===== src/cachePkg.sv =====
package cachePkg;

  // 64-bit pipeline, 32-bit byte addresses
  localparam int XLen = 64;
  localparam int AddrBits = 32;

  // 256-bit lines, so 32 bytes per line
  localparam int OffsetBits = 5;
  localparam int WordsPerLine = 4;

  // one pipeline word
  typedef logic [XLen-1:0] word_t;

  // a full cache line
  // word 0 sits in the low bits, matching beat order from memory
  typedef word_t [WordsPerLine-1:0] line_t;

  // address bits above the byte offset
  typedef logic [AddrBits-OffsetBits-1:0] lineAddr_t;

  // tag entry keeps the whole line address
  // so the format stays the same for any number of sets
  typedef struct packed {
    logic      valid;
    lineAddr_t lineAddr;
  } tagEntry_t;

endpackage


===== src/busPkg.sv =====
package busPkg;

  // load request from the pipeline
  typedef struct packed {
    logic [cachePkg::AddrBits-1:0] addr;
  } cpuReq_t;

  // load data back to the pipeline
  typedef struct packed {
    cachePkg::word_t data;
  } cpuRsp_t;

  // burst read towards memory
  // addr is line aligned, len is beats minus one
  typedef struct packed {
    logic [cachePkg::AddrBits-1:0] addr;
    logic [7:0]                    len;
  } memReq_t;

  // one data beat of a burst
  typedef struct packed {
    cachePkg::word_t data;
    logic            last;
  } memBeat_t;

endpackage


===== src/refillUnit.sv =====
`timescale 1ns/100ps

module refillUnit (
  input  logic                clk,
  input  logic                rst_n,
  input  logic                start_i,
  input  cachePkg::lineAddr_t lineAddr_i,
  output logic                memReqValid_o,
  output busPkg::memReq_t     memReq_o,
  input  logic                memReady_i,
  input  logic                beatValid_i,
  input  busPkg::memBeat_t    beat_i,
  output logic                done_o,
  output cachePkg::line_t     line_o
);

  typedef enum logic [1:0] {RIdle, RReq, RBeats} rState_t;

  rState_t                                   stateQ;
  rState_t                                   stateD;
  cachePkg::lineAddr_t                       addrQ;
  logic [$clog2(cachePkg::WordsPerLine)-1:0] beatCntQ;
  cachePkg::line_t                           lineQ;
  logic                                      beatTake;

  // request goes out in the start cycle, then held until ready
  assign memReqValid_o = (stateQ == RIdle && start_i) || stateQ == RReq;
  assign beatTake = (stateQ == RBeats) && beatValid_i;
  // last beat ends the burst
  assign done_o = beatTake && beat_i.last;
  assign line_o = lineQ;

  always_comb begin
    memReq_o.addr = {(stateQ == RIdle) ? lineAddr_i : addrQ, {cachePkg::OffsetBits{1'b0}}};
    // always a full line
    memReq_o.len = 8'(cachePkg::WordsPerLine - 1);
  end

  always_comb begin
    stateD = stateQ;
    case (stateQ)
      RIdle:  if (start_i) stateD = memReady_i ? RBeats : RReq;
      RReq:   if (memReady_i) stateD = RBeats;
      RBeats: if (done_o) stateD = RIdle;
      default: stateD = RIdle;
    endcase
  end

  always_ff @(posedge clk or negedge rst_n) begin
    if (!rst_n) begin
      stateQ <= RIdle;
      beatCntQ <= '0;
    end else begin
      stateQ <= stateD;
      // word slot for the next beat
      if (start_i && stateQ == RIdle) beatCntQ <= '0;
      else if (beatTake) beatCntQ <= beatCntQ + 1'b1;
    end
  end

  // line buffer stays put until the next start, for the replay
  always_ff @(posedge clk) begin
    if (start_i && stateQ == RIdle) addrQ <= lineAddr_i;
    if (beatTake) lineQ[beatCntQ] <= beat_i.data;
  end

endmodule


===== config.mk =====
export PLATFORM = sky130hd
export DESIGN_NAME = refillUnit
export DESIGN_NICKNAME = d
export VERILOG_FILES = /design/src/cachePkg.sv /design/src/busPkg.sv /design/src/refillUnit.sv
export SDC_FILE = /design/constraint.sdc
export NUM_CORES = 1
export LEC_CHECK = 0
export ABC_AREA = 1
export BUFFER_PORTS_ARGS = -buffer_cell sky130_fd_sc_hd__buf_2
export CAP_MARGIN = 30
export CORE_AREA = 2 2 152 154
export DETAILED_ROUTE_END_ITERATION = 8
export DIE_AREA = 0 0 154 156
export PLACE_DENSITY = 0.7
export SLEW_MARGIN = 20
export SYNTH_ARGS = -nofsm -noshare
export SYNTH_HDL_FRONTEND = slang
export SYNTH_SLANG_ARGS = --single-unit

===== constraint.sdc =====
create_clock -name clk -period 5.2 [get_ports clk]
set_input_delay 1.04 -clock clk [delete_from_list [all_inputs] [get_ports clk]]
set_output_delay 1.04 -clock clk [all_outputs]
set_load 0.02 [all_outputs]

* Word level (Yosys, flattened, before mapping)
Index checks and enable logic that the tools add are counted.
Word-level totals: flip-flop bits (word level) 287, input bits 97, word-level logic and storage cells 34
Operators by class: $add $sub $neg 1, order comparisons 2, equal/unequal tests 5, multiplexer cells 11, reductions and logical operators 8
Operator list (count):
- bitwise mux 256 bit | 1
- demux 64 bit (select 2 bit) | 1
- 2-to-1 mux 64 bit | 1
- 2-to-1 mux 27 bit | 1
- 2-to-1 mux 2 bit | 6
- != test 2 bit, second input constant | 3
- one-hot mux 2 bit (3 select lines) | 1
- logical AND 1 bit | 4
- < comparator 2 x 3 -> 1 bit, second input constant | 1
- AND reduction 3 bit | 1
- adder 2 x 1 -> 2 bit, second input constant | 1
- equality test 2 x 1 -> 1 bit, second input constant | 1
- equality test 2 bit, second input constant | 1
- >= comparator 2 x 1 -> 1 bit, second input constant | 1
- logical NOT 2 bit | 1
- nonzero test 2 bit | 1
- logical OR 1 bit | 1

* Logic depth before layout (Yosys ltp)
Gate-level depths: netlist of run 1.
word-level depth 5, gate-level depth with buffers 5, gate-level depth less buffers 5

* Worst setup path after synthesis of run 1
No wires, ideal clock.
path kind input to register, start point input port beatValid_i, end point register lineQ, in the netlist line_o[0], enable pin, library setup time 0.487 ns, arrival time 3.931 ns, required time 4.713 ns, slack 0.783 ns, stages 2, path buffers 0, cell sequence nand3_1 -> nor2_1
On the way: longest elaborated chain between the ends 1
RTL lines:
- start, declared | line refillUnit.sv:11 | input logic beatValid_i,
- logical AND 1 bit | line refillUnit.sv:28 | assign beatTake = (stateQ == RBeats) && beatValid_i;
- end signal, assigned by index | line refillUnit.sv:64 | if (beatTake) lineQ[beatCntQ] <= beat_i.data;
- end, declared | line refillUnit.sv:23 | cachePkg::line_t lineQ;
Every way passes these cells. A chain may end at the register's enable or synchronous reset.

==> run metrics, run 1 <==
Post-Syn Area 0.009259 sq mm; Slew headroom 43.25%; R2R setup slack 2770 ps; H-tree depth 1; P_leak 5.044 nW; drt drc 0; outcome completed; Post-CTS Setup Repair Bufs 0; Area contributors post-synth edfxtp_1 92%, nand2_1 3.5%, buf_4 1.2%; critical path required time 4160 ps; initial antenna violation count 2; # port buffers 381; Unique masters post-synth 16; WS Path Type reg -> out; DP Area 0.01153 sq mm; Num CTS Buffers 28; DR vias/cell 4.539; Post-Synthesis Mean Instance Area 21.68 sq um; Synth Register Bits 287; Detail Placement HPWL 15150 microns; core area 0.02237 sq mm; Detailed Route WL 21320 microns; Setup crit end kind primary output; CTS Buffer Depth 3; Total GRT Usage 16.74%; Final TNS setup 0 ps; Hold Path Class in -> async; min Tclk post-route 2965 ps; Synth top area share 91.78%; post-route ant nets 0; Initial Utilization 41.40%; Final Max Tran Viols 0; Synth warnings 0; PnR Total Power 5.463 mW; worst r2r src stateQ[0]$_DFFE_PN0P_; RSZ-0062 raised after global routing no; Post-Layout Inst Area 0.01248 sq mm; die height 156 microns; fmax 337.3 MHz; sequential share of the synthesized area 92.86%; cells after synthesis 427; average wire per standard cell 18.57 microns; Placed Cells 1091; I/O pins 395; clock latency on the worst-skew pair 520 ps; Die ar. 0.02402 sq mm; die width 154 microns; Reg clk slew, reported paths 60 ps; VDD IR max 325.0 uV; First-pass DRT Iterations 5; reg2reg end line_o[203]$_DFFE_PP_; RD Place Congestion 0.7682; largest net degree at the start of global routing 65; fill count 1753; element type at the critical path start flip-flop; Layout area overhead 34.81%; number of max-cap violations 0; Final Net Count 941; Hold Violations, Final 0; vias in the first global route 5116; Critical Path AT 1930 ps; share of cells above drive strength 1 50.87%; GRT overflow 0; CTS Hold Bufs 0; vias 5211; Finish-stage setup viols 0; Row Count 55; Power Density 437.7 mW/mm^2; worst-path fanout max 27; CTS tree yes; reg2reg path depth 4; final std cells w/o fill 1148; post_cts resized 0; clk_skew 15.59 ps; Worst Max-Slew Pin Slew 849.2 ps; Core Util, Final 55.81%; clock root cell clkbuf_16; clk sink count 287; leading area contributor after synthesis edfxtp_1; fin crit share 57.02%; initial DRC count 334; first-pass GRT wire length 30470 microns
[power by group]
| part | internal [mW] | switching (mW) |
|---|---|---|
| Combinational | 0.228 | 0.582 |
| Clock | 1.06 | 0.793 |
| Sequential | 2.75 | 0.0486 |
[stage by stage]
step / hold slack [ps] / setup WS, ps
after global routing: 290.0 / 2026
after detailed placement: 579.7 / 2001
after global placement: 563.5 / 2089
after floorplan: 520.5 / 782.5
final: 313.5 / 2235
after CTS: 285.2 / 2206
[worst max-delay path, cell delays in order (launching register included)]
cell,delay (ps)
dfrtp_1,420
nor2_2,360
inv_2,280
nand2_1,140
nand2_1,50
buf_2,150
[cells in the final DEF (no fill, tap or decap), types with 2 or more instances in the layout]
master,n
buf_2,381
edfxtp_1,283
nand2_1,86
clkbuf_16,29
inv_1,13
conb_1,13
clkinv_2,8
clkinv_1,5
nor2_4,4
ha_1,4
dfrtp_1,4
clkbuf_1,4
buf_12,4
nand3_1,3
nor2_1,3
clkinvlp_4,3
diode_2,2
o21ai_0,2
buf_16,2
[state kept, by name (all words and copies together), names as in the netlist]
| name | flops |
|---|---|
| stateQ | 2 |
| addrQ | 27 |
| beatCntQ | 2 |
| line_o | 256 |
[worst max path at each step]
stage	cells after the start	from	endpoint
2_1_floorplan	2	beatValid_i	line_o[0]$_DFFE_PP_
3_3_place_gp	4	beatValid_i	line_o[74]$_DFFE_PP_
3_5_place_dp	4	beatValid_i	line_o[83]$_DFFE_PP_
4_1_cts	5	stateQ[0]$_DFFE_PN0P_	memReq_o[32]
5_1_grt	5	stateQ[0]$_DFFE_PN0P_	memReq_o[33]
6_report	5	stateQ[0]$_DFFE_PN0P_	memReq_o[23]
[kinds of logic after synthesis]
logic type / Yosys count / synth area share, %
AOI/OAI and AO/OA: 4 / 0.2973
adders and majority gates: 4 / 0.5406
DFF: 287 / 92.86
other: 2 / 0.08111
and+or+nand+nor: 98 / 4.068
buffers and inverters: 32 / 2.149
[layer usage]
metal	routed length, microns	part of all wire (%)	vias up	global-route usage (%)
li1	-	-	2393	-
met1	7678	36	2497	19.17
met2	11120	52	285	30.28
met3	2130	10	36	5.528
met4	395	1.9	0	4.361
met5	0	0	-	0
[Yosys cell counts]
library cell and count:
dfrtp_1 4, nand2_1 86, o211ai_1 1, buf_6 3, nand3_1 3, inv_2 1, ha_1 4, o211a_1 1
nand4_1 1, nor2_2 1, buf_4 15, edfxtp_1 283, o21ai_0 2, conb_1 2, nor2_1 7, inv_1 13
[layout make-up]
class,instances,area [sq um],area share (%)
clock inverter,18,120.1,0.9623
inverter,14,52.55,0.4210
tap,285,356.6,2.857
clock buffer,33,740.7,5.934
antenna,2,5.005,0.04010
timing repair buffer,390,2076,16.63
sequential,287,8598,68.89
multi-input combinational,119,533.0,4.270
Power figures use the tool's default switching activity.
==> run 2, diff against run 1 <==
Clock period 5.2 ns to 2.9 ns, I/O delays scaled along.
==> run 2 against run 1 <==
Net effect: global-route usage grew 0.16 points; via count about the same; non-clock buffer count is the same; die area stayed put; clock skew fell by 1.1 ps; hold slack lost 75 ps; register-to-register slack got worse by 1900 ps; sequential share of layout area increased by 0.30 points; core utilization is 0.24 points lower; setup slack got worse by 1800 ps; final cell count is the same; largest power group unchanged; highest routed layer unchanged.
==> run metrics, run 2 (synthesized netlist as in run 1, its figures left out) <==
largest net degree at the start of global routing 65 (unchanged); share of cells above drive strength 1 50.75% (-0.12 points); vias in the first global route 5135 (+0.37%); core area 0.02237 sq mm (unchanged); Slew headroom 62.65% (+19 points); Cell Chain, Critical Path nor2_2, inv_2, nand2_1, nand2_1, buf_2; worst-path fanout max 27 (unchanged); Die ar. 0.02402 sq mm (unchanged); delay-heaviest family, CP simple AND/OR/NAND/NOR gates; Detailed Route WL 21660 microns (+1.6%); Worst Setup SP stateQ[0]$_DFFE_PN0P_; vias 5209 (-0.038%); clock latency on the worst-skew pair 530 ps (about the same); GRT overflow 0 (unchanged); slowest stage cell, crit path dfrtp_1; worst r2r src stateQ[0]$_DFFE_PN0P_; Layout area overhead 34.23%; outcome completed; initial antenna violation count 2 (unchanged); fill count 1742 (-0.63%); Setup crit end kind primary output; first-pass GRT wire length 30910 microns (+1.4%); Worst Max-Slew Pin Slew 558.7 ps (-290.5 ps); Reg clk slew, reported paths 60 ps (about the same); I/O pins 395 (unchanged); most common cell after layout, fill and taps aside buf_2; drt drc 0 (unchanged); post-route ant nets 0 (unchanged); Finish-stage setup viols 0 (unchanged); min Tclk post-route 2504 ps; Hold Violations, Final 0 (unchanged); CP dominant cell by count nand2_1; First-pass DRT Iterations 4 (-1); CTS tree yes; Initial Utilization 41.40% (unchanged); Multi-input gate area 533.0 sq um (unchanged); die width 154 microns (unchanged); reg2reg path depth 4 (unchanged); critical path required time 2320 ps (-1840 ps); Final Max Tran Viols 0 (unchanged); # port buffers 381 (unchanged); DR vias/cell 4.537 (about the same); reg2reg end line_o[176]$_DFFE_PP_; Critical Path AT 1920 ps (about the same); sequential cell area 0.008598 sq mm (unchanged); R2R setup slack 900 ps (-1870 ps); RSZ-0062 raised after global routing no; Critical Path Stages 5 (unchanged); WS Path Type reg -> out; Core Util, Final 55.57% (-0.24 points); fin crit share 86.36%; max reg flops 256 (unchanged); Power Density 793.2 mW/mm^2 (+81%); Row Count 55 (unchanged); PnR Total Power 9.858 mW (+80%); most frequent cells in the layout 381 x buf_2, 283 x edfxtp_1, 86 x nand2_1; fmax 399.3 MHz; number of max-cap violations 0 (unchanged); Total GRT Usage 16.90% (+0.16 points); VDD IR max 542.5 uV (+67%); P_leak 5.040 nW (about the same); Final Net Count 941 (unchanged); Hold Path Class in -> reg; average wire per standard cell 18.86 microns (+1.6%); RD Place Congestion 0.7556 (-1.6%); H-tree depth 1 (unchanged); CTS Buffer Depth 3 (unchanged); Num CTS Buffers 28 (unchanged); HP Start lineAddr_i[26]; clk sink count 287 (unchanged); element type at the critical path start flip-flop; crit path capture memReq_o[21]; WP buf/inv 2 (unchanged); initial DRC count 325 (-2.7%); die height 156 microns (unchanged); clock root cell clkbuf_16; Detail Placement HPWL 15160 microns (about the same); CP peak stage delay 430 ps (about the same); clk_skew 14.47 ps (-1.123 ps)
-- run 2: stage by stage --
| step | instances | hold slack, ps | worst slack (ps) | TNS [ps] | cell area, sq um |
|---|---|---|---|---|---|
| 2_1_floorplan | 438 | 284.4 | -1057 | -270720 | 9300 |
| 3_3_place_gp | 1094 | 392.9 | 753.0 | 0 | 11530 |
| 3_5_place_dp | 1094 | 396.9 | 691.9 | 0 | 11530 |
| 4_1_cts | 1146 | 222.1 | 384.5 | 0 | 12420 |
| 5_1_grt | 1146 | 218.3 | 225.4 | 0 | 12420 |
| 6_report | 1148 | 238.4 | 395.7 | 0 | 12430 |
-- run 2: worst min-delay path by stage --
| stage | slack [ps] | endpoint | cells past startpoint |
|---|---|---|---|
| after floorplan | 280 | beatCntQ[0]$_DFFE_PN0P_ | 0 |
| after global placement | 390 | stateQ[0]$_DFFE_PN0P_ | 1 |
| after detailed placement | 400 | stateQ[0]$_DFFE_PN0P_ | 1 |
| after CTS | 220 | addrQ[1]$_DFFE_PP_ | 1 |
| after global routing | 220 | addrQ[6]$_DFFE_PP_ | 1 |
| final | 240 | addrQ[26]$_DFFE_PP_ | 1 |
-- run 2: final cells by class --
cell class	instances	share of cell area, %
multi-input cells	119	4.289
diodes	2	0.04027
clock buffers	31	5.900
repair buffers	390	16.11
inverters	14	0.4228
clock inverters	20	1.188
flip-flops and latches	287	69.18
well taps	285	2.869
-- run 2: what timing repair did --
action	in CTS	in global routing
gates resized for setup	0	0
hold endpoints to repair	4	0
buffers inserted	0	0
hold buffers	1	0
-- run 2: power breakdown --
group          leakage (nW)  switching, mW  internal, mW  total [mW]
logic                  1.98           1.04         0.379        1.42
registers              2.62         0.0847          4.93        5.01
clock network         0.439           1.44          1.99        3.42
-- run 2: worst register-to-register path, delay by kind of cell (launching register included) --
family,cells,cell delay (ps)
buf+inv,2,560
flops,1,430
simple gates,2,600
-- run 2: per-layer routing --
metal  part of all wire (%)  GRT usage [%]  vias to the layer above
met5                      0              0                        -
li1                       -              -                     2393
met1                     37          19.84                     2517
met3                    8.6          4.861                       27
met2                     53          30.64                      272
met4                    1.7          4.272                        0
