$ cat src/cachePkg.sv
package cachePkg;

  // 64-bit pipeline, 32-bit byte addresses
  localparam int XLen = 64;
  localparam int AddrBits = 32;

  // 256-bit lines, so 32 bytes per line
  localparam int OffsetBits = 5;
  localparam int WordsPerLine = 4;

  // one pipeline word
  typedef logic [XLen-1:0] word_t;

  // a full cache line
  // word 0 sits in the low bits, matching beat order from memory
  typedef word_t [WordsPerLine-1:0] line_t;

  // address bits above the byte offset
  typedef logic [AddrBits-OffsetBits-1:0] lineAddr_t;

  // tag entry keeps the whole line address
  // so the format stays the same for any number of sets
  typedef struct packed {
    logic      valid;
    lineAddr_t lineAddr;
  } tagEntry_t;

endpackage

$ cat src/busPkg.sv
package busPkg;

  // load request from the pipeline
  typedef struct packed {
    logic [cachePkg::AddrBits-1:0] addr;
  } cpuReq_t;

  // load data back to the pipeline
  typedef struct packed {
    cachePkg::word_t data;
  } cpuRsp_t;

  // burst read towards memory
  // addr is line aligned, len is beats minus one
  typedef struct packed {
    logic [cachePkg::AddrBits-1:0] addr;
    logic [7:0]                    len;
  } memReq_t;

  // one data beat of a burst
  typedef struct packed {
    cachePkg::word_t data;
    logic            last;
  } memBeat_t;

endpackage

$ cat src/cacheCtrl.sv
`timescale 1ns/100ps

module cacheCtrl #(
  parameter int IndexBits = 6
) (
  input  logic                      clk,
  input  logic                      rst_n,
  input  logic                      reqValid_i,
  input  busPkg::cpuReq_t           req_i,
  input  logic                      stall_n_i,
  output logic                      addrOk_o,
  output logic                      dataOk_o,
  output logic                      dataNotOk_o,
  output busPkg::cpuRsp_t           rsp_o,
  output logic                      refillStart_o,
  output cachePkg::lineAddr_t       refillAddr_o,
  input  logic                      refillDone_i,
  input  cachePkg::line_t           refillLine_i,
  output logic [1:0]                tagEn_o,
  output logic [1:0]                tagWe_o,
  output cachePkg::tagEntry_t [1:0] tagWdata_o,
  input  cachePkg::tagEntry_t [1:0] tagRdata_i,
  output logic [1:0]                dataEn_o,
  output logic [1:0]                dataWe_o,
  output cachePkg::line_t [1:0]     dataWdata_o,
  input  cachePkg::line_t [1:0]     dataRdata_i,
  output logic [IndexBits-1:0]      arrayIndex_o
);

  localparam int WordBits = $clog2(cachePkg::WordsPerLine);
  localparam int WordLsb = cachePkg::OffsetBits - WordBits;

  typedef enum logic [2:0] {SInit, SIdle, SCompare, SMiss, SRefill, SReplace} state_t;

  state_t                    stateQ;
  state_t                    stateD;
  busPkg::cpuReq_t           reqQ;
  logic [IndexBits-1:0]      initIdxQ;
  logic [(1<<IndexBits)-1:0] lruQ;
  logic                      victimQ;
  logic                      victim;
  logic                      accept;
  logic [1:0]                wayHit;
  logic                      hit;
  logic [IndexBits-1:0]      reqIdx;
  cachePkg::lineAddr_t       reqLine;
  logic [WordBits-1:0]       wordSel;
  cachePkg::line_t           hitLine;
  cachePkg::tagEntry_t       newEntry;

  // fields of the request under compare
  assign reqIdx = reqQ.addr[cachePkg::OffsetBits +: IndexBits];
  assign reqLine = reqQ.addr[cachePkg::AddrBits-1:cachePkg::OffsetBits];
  assign wordSel = reqQ.addr[WordLsb +: WordBits];

  // tag compare on the registered array outputs
  assign wayHit[0] = tagRdata_i[0].valid && (tagRdata_i[0].lineAddr == reqLine);
  assign wayHit[1] = tagRdata_i[1].valid && (tagRdata_i[1].lineAddr == reqLine);
  assign hit = |wayHit;

  // idle, or a hit in compare frees the pipe for the next load
  assign accept = reqValid_i && stall_n_i &&
                  (stateQ == SIdle || (stateQ == SCompare && hit));
  assign addrOk_o = accept;

  assign dataOk_o = (stateQ == SCompare && hit) || stateQ == SReplace;
  assign dataNotOk_o = (stateQ == SCompare && !hit) || stateQ == SMiss ||
                       stateQ == SRefill;

  // word select, refill buffer wins in replace
  assign hitLine = wayHit[1] ? dataRdata_i[1] : dataRdata_i[0];
  assign rsp_o.data = (stateQ == SReplace) ? refillLine_i[wordSel] : hitLine[wordSel];

  // free way first, else the lru way of the set
  assign victim = !tagRdata_i[0].valid ? 1'b0 :
                  !tagRdata_i[1].valid ? 1'b1 : lruQ[reqIdx];

  assign refillStart_o = (stateQ == SMiss);
  assign refillAddr_o = reqLine;

  always_comb begin
    stateD = stateQ;
    case (stateQ)
      SInit:    if (initIdxQ == '1) stateD = SIdle;
      SIdle:    if (accept) stateD = SCompare;
      SCompare: begin
        if (!hit) stateD = SMiss;
        else if (!accept) stateD = SIdle;
      end
      SMiss:    stateD = SRefill;
      SRefill:  if (refillDone_i) stateD = SReplace;
      SReplace: stateD = SIdle;
      default:  stateD = SInit;
    endcase
  end

  always_comb begin
    newEntry.valid = (stateQ != SInit);
    newEntry.lineAddr = (stateQ == SInit) ? '0 : reqLine;
    tagWdata_o[0] = newEntry;
    tagWdata_o[1] = newEntry;
    dataWdata_o[0] = refillLine_i;
    dataWdata_o[1] = refillLine_i;
    tagEn_o = '0;
    tagWe_o = '0;
    dataEn_o = '0;
    dataWe_o = '0;
    // read index comes straight from the incoming load
    arrayIndex_o = req_i.addr[cachePkg::OffsetBits +: IndexBits];
    case (stateQ)
      SInit: begin
        // clear one set of both tag arrays per cycle
        tagEn_o = '1;
        tagWe_o = '1;
        arrayIndex_o = initIdxQ;
      end
      SReplace: begin
        tagEn_o[victimQ] = 1'b1;
        tagWe_o[victimQ] = 1'b1;
        dataEn_o[victimQ] = 1'b1;
        dataWe_o[victimQ] = 1'b1;
        arrayIndex_o = reqIdx;
      end
      default: begin
        tagEn_o = {2{accept}};
        dataEn_o = {2{accept}};
      end
    endcase
  end

  always_ff @(posedge clk or negedge rst_n) begin
    if (!rst_n) begin
      stateQ <= SInit;
      initIdxQ <= '0;
      lruQ <= '0;
      victimQ <= 1'b0;
    end else begin
      stateQ <= stateD;
      if (stateQ == SInit) initIdxQ <= initIdxQ + 1'b1;
      // lru bit names the way not touched last
      if (stateQ == SCompare && hit) lruQ[reqIdx] <= wayHit[0];
      if (stateQ == SReplace) lruQ[reqIdx] <= ~victimQ;
      // tag outputs still hold the missed set here
      if (stateQ == SMiss) victimQ <= victim;
    end
  end

  always_ff @(posedge clk) begin
    if (accept) reqQ <= req_i;
  end

endmodule

$ cat config.mk
export PLATFORM = sky130hd
export DESIGN_NAME = cacheCtrl
export DESIGN_NICKNAME = d
export VERILOG_FILES = /design/src/cachePkg.sv /design/src/busPkg.sv /design/src/cacheCtrl.sv
export SDC_FILE = /design/constraint.sdc
export NUM_CORES = 1
export LEC_CHECK = 0
export ABC_AREA = 1
export BUFFER_PORTS_ARGS = -buffer_cell sky130_fd_sc_hd__buf_2
export CORE_AREA = 2 2 603 605
export DETAILED_ROUTE_END_ITERATION = 8
export DIE_AREA = 0 0 605 607
export GPL_TIMING_DRIVEN = 0
export PLACE_DENSITY = 0.3
export SLEW_MARGIN = 20
export SYNTH_ARGS = -nofsm -noshare
export SYNTH_HDL_FRONTEND = slang
export SYNTH_SLANG_ARGS = --single-unit
$ cat constraint.sdc
create_clock -name clk -period 3.7 [get_ports clk]
set_input_delay 0.74 -clock clk [delete_from_list [all_inputs] [get_ports clk]]
set_output_delay 0.74 -clock clk [all_outputs]
set_load 0.005 [all_outputs]
[Word-level counts from Yosys, hierarchy flattened]
Cells that the tools add are included.
Operators by class
  add/subtract/negate cells: 1
  magnitude comparators: 5
  eq/ne operators: 12
  muxes and demuxes: 30
  bitwise gates (word level): 1
  reductions and logical operators: 17
Operators with widths (number)
  64-bit 2-to-1 mux: 5
  64-bit binary-select mux with 2-bit select: 2
  256-bit 2-to-1 mux: 1
  64-bit bitwise mux: 2
  27-bit equality test: 2
  27-bit 2-to-1 mux: 1
  3-bit case mux with 6 select lines: 1
  3-bit 2-to-1 mux: 5
  2-bit case mux with 2 select lines: 3
  6-bit case mux with 2 select lines: 1
  1-bit logical AND: 8
  6-bit by 7-bit < comparator with 1-bit output, second input constant: 1
  6-bit by 1-bit adder with 6-bit output, second input constant: 1
  1-bit binary-select mux with 6-bit select: 1
  1-bit demux with 6-bit select: 1
  3-bit by 2-bit equality test with 1-bit output, second input constant: 2
  3-bit equality test, second input constant: 2
  6-bit equality test, second input constant: 1
  6-bit by 1-bit >= comparator with 1-bit output, second input constant: 1
  2-bit inequality test, second input constant: 3
  1-bit 2-to-1 mux: 5
  1-bit logical OR: 4
  4-bit AND reduction: 1
  3-bit by 1-bit equality test with 1-bit output, second input constant: 1
  other kinds (11): 11
Storage, ports and cells
  flip-flop bits (word level): 106

[Logic depth before layout (Yosys ltp)]
  depth in word-level cells: 9
  gate-level depth with buffers: 16
  mapped depth without buffers: 14

[Least setup slack after synthesis]
No wires, ideal clock.
  kind: in2out
  from: in tagRdata_i[52] (netlist bit)
  to: out addrOk_o
  arrival: 2441 ps
  setup slack: 519 ps
  stages on the path: 12
  buffers on the path: 1
  path through: xnor2_1 > nand2_1 > nor2_1 > nand2_1 > nor2_2 > nand2_2 > nand2_2 > nand2_2 > buf_6 > nand2_1 > nand2_1 > inv_1
On the way
  longest elaborated chain between the ends: 6
RTL lines
  start, declared: RTL line cacheCtrl.sv:22  | input cachePkg::tagEntry_t [1:0] tagRdata_i,
  27-bit equality test: RTL line cacheCtrl.sv:58  | assign wayHit[1] = tagRdata_i[1].valid && (tagRdata_i[1].lineAddr == reqLine);
  1-bit logical AND: RTL line cacheCtrl.sv:58
  2-bit OR reduction: RTL line cacheCtrl.sv:59  | assign hit = |wayHit;
  1-bit logical AND: RTL line cacheCtrl.sv:63  | (stateQ == SIdle || (stateQ == SCompare && hit));
  1-bit logical OR: RTL line cacheCtrl.sv:63
  1-bit logical AND: RTL line cacheCtrl.sv:62  | assign accept = reqValid_i && stall_n_i &&
  end, declared: RTL line cacheCtrl.sv:11  | output logic addrOk_o,
Every way passes these cells.

==> results.toml <==
[timing]
timing.final.ws_setup_ns = -0.284
slew-limit-headroom_pct = 23.1
setup_viol_count_final = 72
finalHoldViolCount = 0
timing.clock.skew_ns = 0.0130
rsz_0062_raised_after_global_routing = "true"
worst-slew-pin-transition_ns = 1.15
share_of_the_cycle_needed_by_the_critical_path_after_routing_pct = 108
finalWorstPathRequiredPeriod_ns = 3.98
achievable-frequency_mhz = 251
slew_violations = 0

[cells_and_area]
mostFrequentLayoutCell = "sky130_fd_sc_hd__buf_2"
area.growth.synth_to_final_pct = 107
layout.cells.most_common_list = "1492 x sky130_fd_sc_hd__buf_2, 651 x sky130_fd_sc_hd__buf_4, 618 x sky130_fd_sc_hd__inv_1, 549 x sky130_fd_sc_hd__nand2_1, 318 x sky130_fd_sc_hd__nand3_1"
stdcell_count = 10200
num-nets-final = 6225
layout-drive-gt1-share_pct = 55.4

[synthesis]
synth-async-reset-ratio_pct = 71.8
yosys.cell_types.count = 34
dominant_cells_by_area_after_synthesis = "sky130_fd_sc_hd__buf_4 22%, sky130_fd_sc_hd__nand3_1 17%, sky130_fd_sc_hd__nand2_1 12%"
syn_inst = 3629
synth_seq_cells = 103
syn_avg_cell_area_um2 = 5.63
synth-seq-area-share_pct = 13.3
synth_area_leader_cell = "sky130_fd_sc_hd__buf_4"
synth.cell_area_um2 = 20400
synth.top_cell.area_share_pct = 22.2
yosys_warnings = 0
synth_ff_type = "sky130_fd_sc_hd__dfrtp_1"
synth_edf_count = 29
syn_nets = 4491

[routing]
first_pass_iters = 5
drcViolationCount = 0
route.final.wire_length_um = 294000
vias = 31200
dr.first_iter.drc_count = 1976
routed_wire_length_per_instance_um = 28.8
route.antenna.remaining_nets = 0
avgViaCountPerCell = 3.06

[critical_path]
critPathMaxFanout = 6
r2r_slack_ns = 0.15
cp_data_required_time_ns = 2.96
crit_path_start_kind = "flop"
crit_type = "flop to primary output"
endpoint_kind = "primary output"
crit_arrival_ns = 3.24

[power]
power.internal_mw = 2.86
cellPowerDensity_nw_per_um2 = 112
p_leak_nw = 20.8
combinationalPowerShare_pct = 51.6
vdd.ir_drop.worst_mv = 0.229
sequentialPowerShare_pct = 24.6
sw_frac_of_total_pct = 39.8
share_clk_of_total_power_pct = 23.8
power.switching_mw = 1.89

[clocking]
cts-root-buf = "sky130_fd_sc_hd__clkbuf_16"
worstSkewPairLatency_ns = 0.38
cts_made_buffers = 9
cts_buffer_depth = 2
tritoncts_clock_tree = "built"
cts.sinks = 103
cts.reportedPaths.clkPinSlew_ns = 0.08
ctsHtreeMaxLevel = 3

[die]
die_width_um = 605
ioPinCount = 1538
fp.coreArea_um2 = 361000
initial_utilization_pct = 5.66
placementRows = 221
fp.dieH_um = 607
die_area_um2 = 367000

[status]
outcome = "finished, violations left"
violated_checks = "negative setup slack"

[placed_design]
place_worst_setup_slack_ns = -2.62
gp_congestion = 0.891
number_of_i_o_port_buffers = 1534
number_of_instances_in_the_placed_design = 9972
dpl.hpwl_um = 254000

[grt]
grt_pass1_wl_um = 352000
antenna_violations_before_repair = 83
grt_start_max_net_pins = 42
grt_remaining_overflow = 0
grtUsageTotal_pct = 15.1
via_count_of_the_first_global_routing_pass = 29800

[job]
drv_cap = 0

[min_path]
worst_hold_path_type = "input port to asynchronous set/reset pin"
## logic make-up (layout without fill, tap and decap cells)
group	Yosys count	count (layout)	synth area share, %
flops	103	103	13.3
compound gates	364	364	10.1
simple gates	1717	1717	37.5
fa+ha+maj	1	1	0.0612
buf+inv	1420	3159	38.0
xor+xnor	24	24	1.03
other cells	0	25	0
## power groups by stage
stage          logic [mW]  clock network (mW)  registers [mW]
2_1_floorplan       0.751                   0            1.19
3_3_place_gp         2.37                   0            1.19
3_5_place_dp         2.36                   0            1.19
4_1_cts              2.45                1.15            1.17
5_1_grt              2.63                1.19            1.17
6_report             2.45                1.13            1.17
## timing repair
action / CTS / global route
resized for setup: 713 / 455
pin swaps: 121 / 218
gates cloned: 17 / 17
setup buffers: 103 / 47
hold buffers: 0 / 0
setup endpoints to repair: 169 / 83
## Yosys cell counts (40+ instances only)
cell type,n
sky130_fd_sc_hd__clkbuf_1,96
sky130_fd_sc_hd__dfrtp_1,74
sky130_fd_sc_hd__nand2_1,650
sky130_fd_sc_hd__o21ai_1,40
sky130_fd_sc_hd__nor2_1,267
sky130_fd_sc_hd__buf_4,605
sky130_fd_sc_hd__inv_1,628
sky130_fd_sc_hd__nand3b_1,67
sky130_fd_sc_hd__buf_2,57
sky130_fd_sc_hd__nand3_1,681
sky130_fd_sc_hd__o22ai_1,42
sky130_fd_sc_hd__o21ai_0,109
sky130_fd_sc_hd__a21oi_1,129
## stage by stage
stage               cell area (um2)  hold WS, ns  power (mW)  util, %  TNS, ns
finish                        42300        0.263        4.75     11.7   -13.00
global route                  42200        0.281        4.99     11.7   -26.21
CTS                           39400        0.277        4.77     10.9   -20.55
detailed placement            34500        0.490        3.55     9.57  -167.92
global placement              34100        0.495        3.56     9.45  -368.52
floorplan                     20400        0.444        1.94        -        0
## state kept, by name, indices dropped and copies added, names as in the netlist
register and flops:
lruQ 64, initIdxQ 6, stateQ 3, victimQ 1, reqQ 29
## area by class of cell
cell class              count  area, um2
inverters                 634       2410
diodes                     25       62.6
clock inverters             5       81.3
well taps                4794       6000
multi-input cells        2106      13400
repair buffers           1725      10900
repair inverters            1       8.76
flip-flops and latches    103       2720
fillers                 42700     319000
plain buffers             783       6470
clock buffers              11        243
## critical path: stages, from the launching register on
cell                       delay, ns
sky130_fd_sc_hd__edfxtp_1       0.55
sky130_fd_sc_hd__inv_2          0.15
sky130_fd_sc_hd__or2_4          0.13
sky130_fd_sc_hd__nand2_2        0.03
sky130_fd_sc_hd__nand3b_1       0.21
sky130_fd_sc_hd__nor2_4         0.16
sky130_fd_sc_hd__buf_12         0.15
sky130_fd_sc_hd__buf_16         0.18
sky130_fd_sc_hd__buf_16         0.19
sky130_fd_sc_hd__buf_16         0.17
sky130_fd_sc_hd__nand3b_1       0.25
sky130_fd_sc_hd__nand3_2        0.16
sky130_fd_sc_hd__nand3_2        0.09
sky130_fd_sc_hd__nand3_4        0.18
sky130_fd_sc_hd__nand2_4        0.07
sky130_fd_sc_hd__buf_6          0.13
## per-layer routing
metal,vias up,global-route usage (%),share of wire (%)
met5,-,0,0.12
li1,14400,-,-
met1,15200,16.8,38
met2,1190,28.4,53
met4,56,4.34,3.6
met3,267,3.25,5.9
## final timing paths
path	end	from	cells past startpoint
worst max-delay path	rsp_o[34]	reqQ[30]	15
worst min-delay path	stateQ[2]	rst_n	1
worst max register to register	victimQ	reqQ[7]	11
worst min register to register	initIdxQ[2]	initIdxQ[2]	1
max in group asynchronous	lruQ[20]	rst_n	2
min in group clk	initIdxQ[2]	initIdxQ[2]	1
No activity file was read; power rests on OpenSTA's default activity.
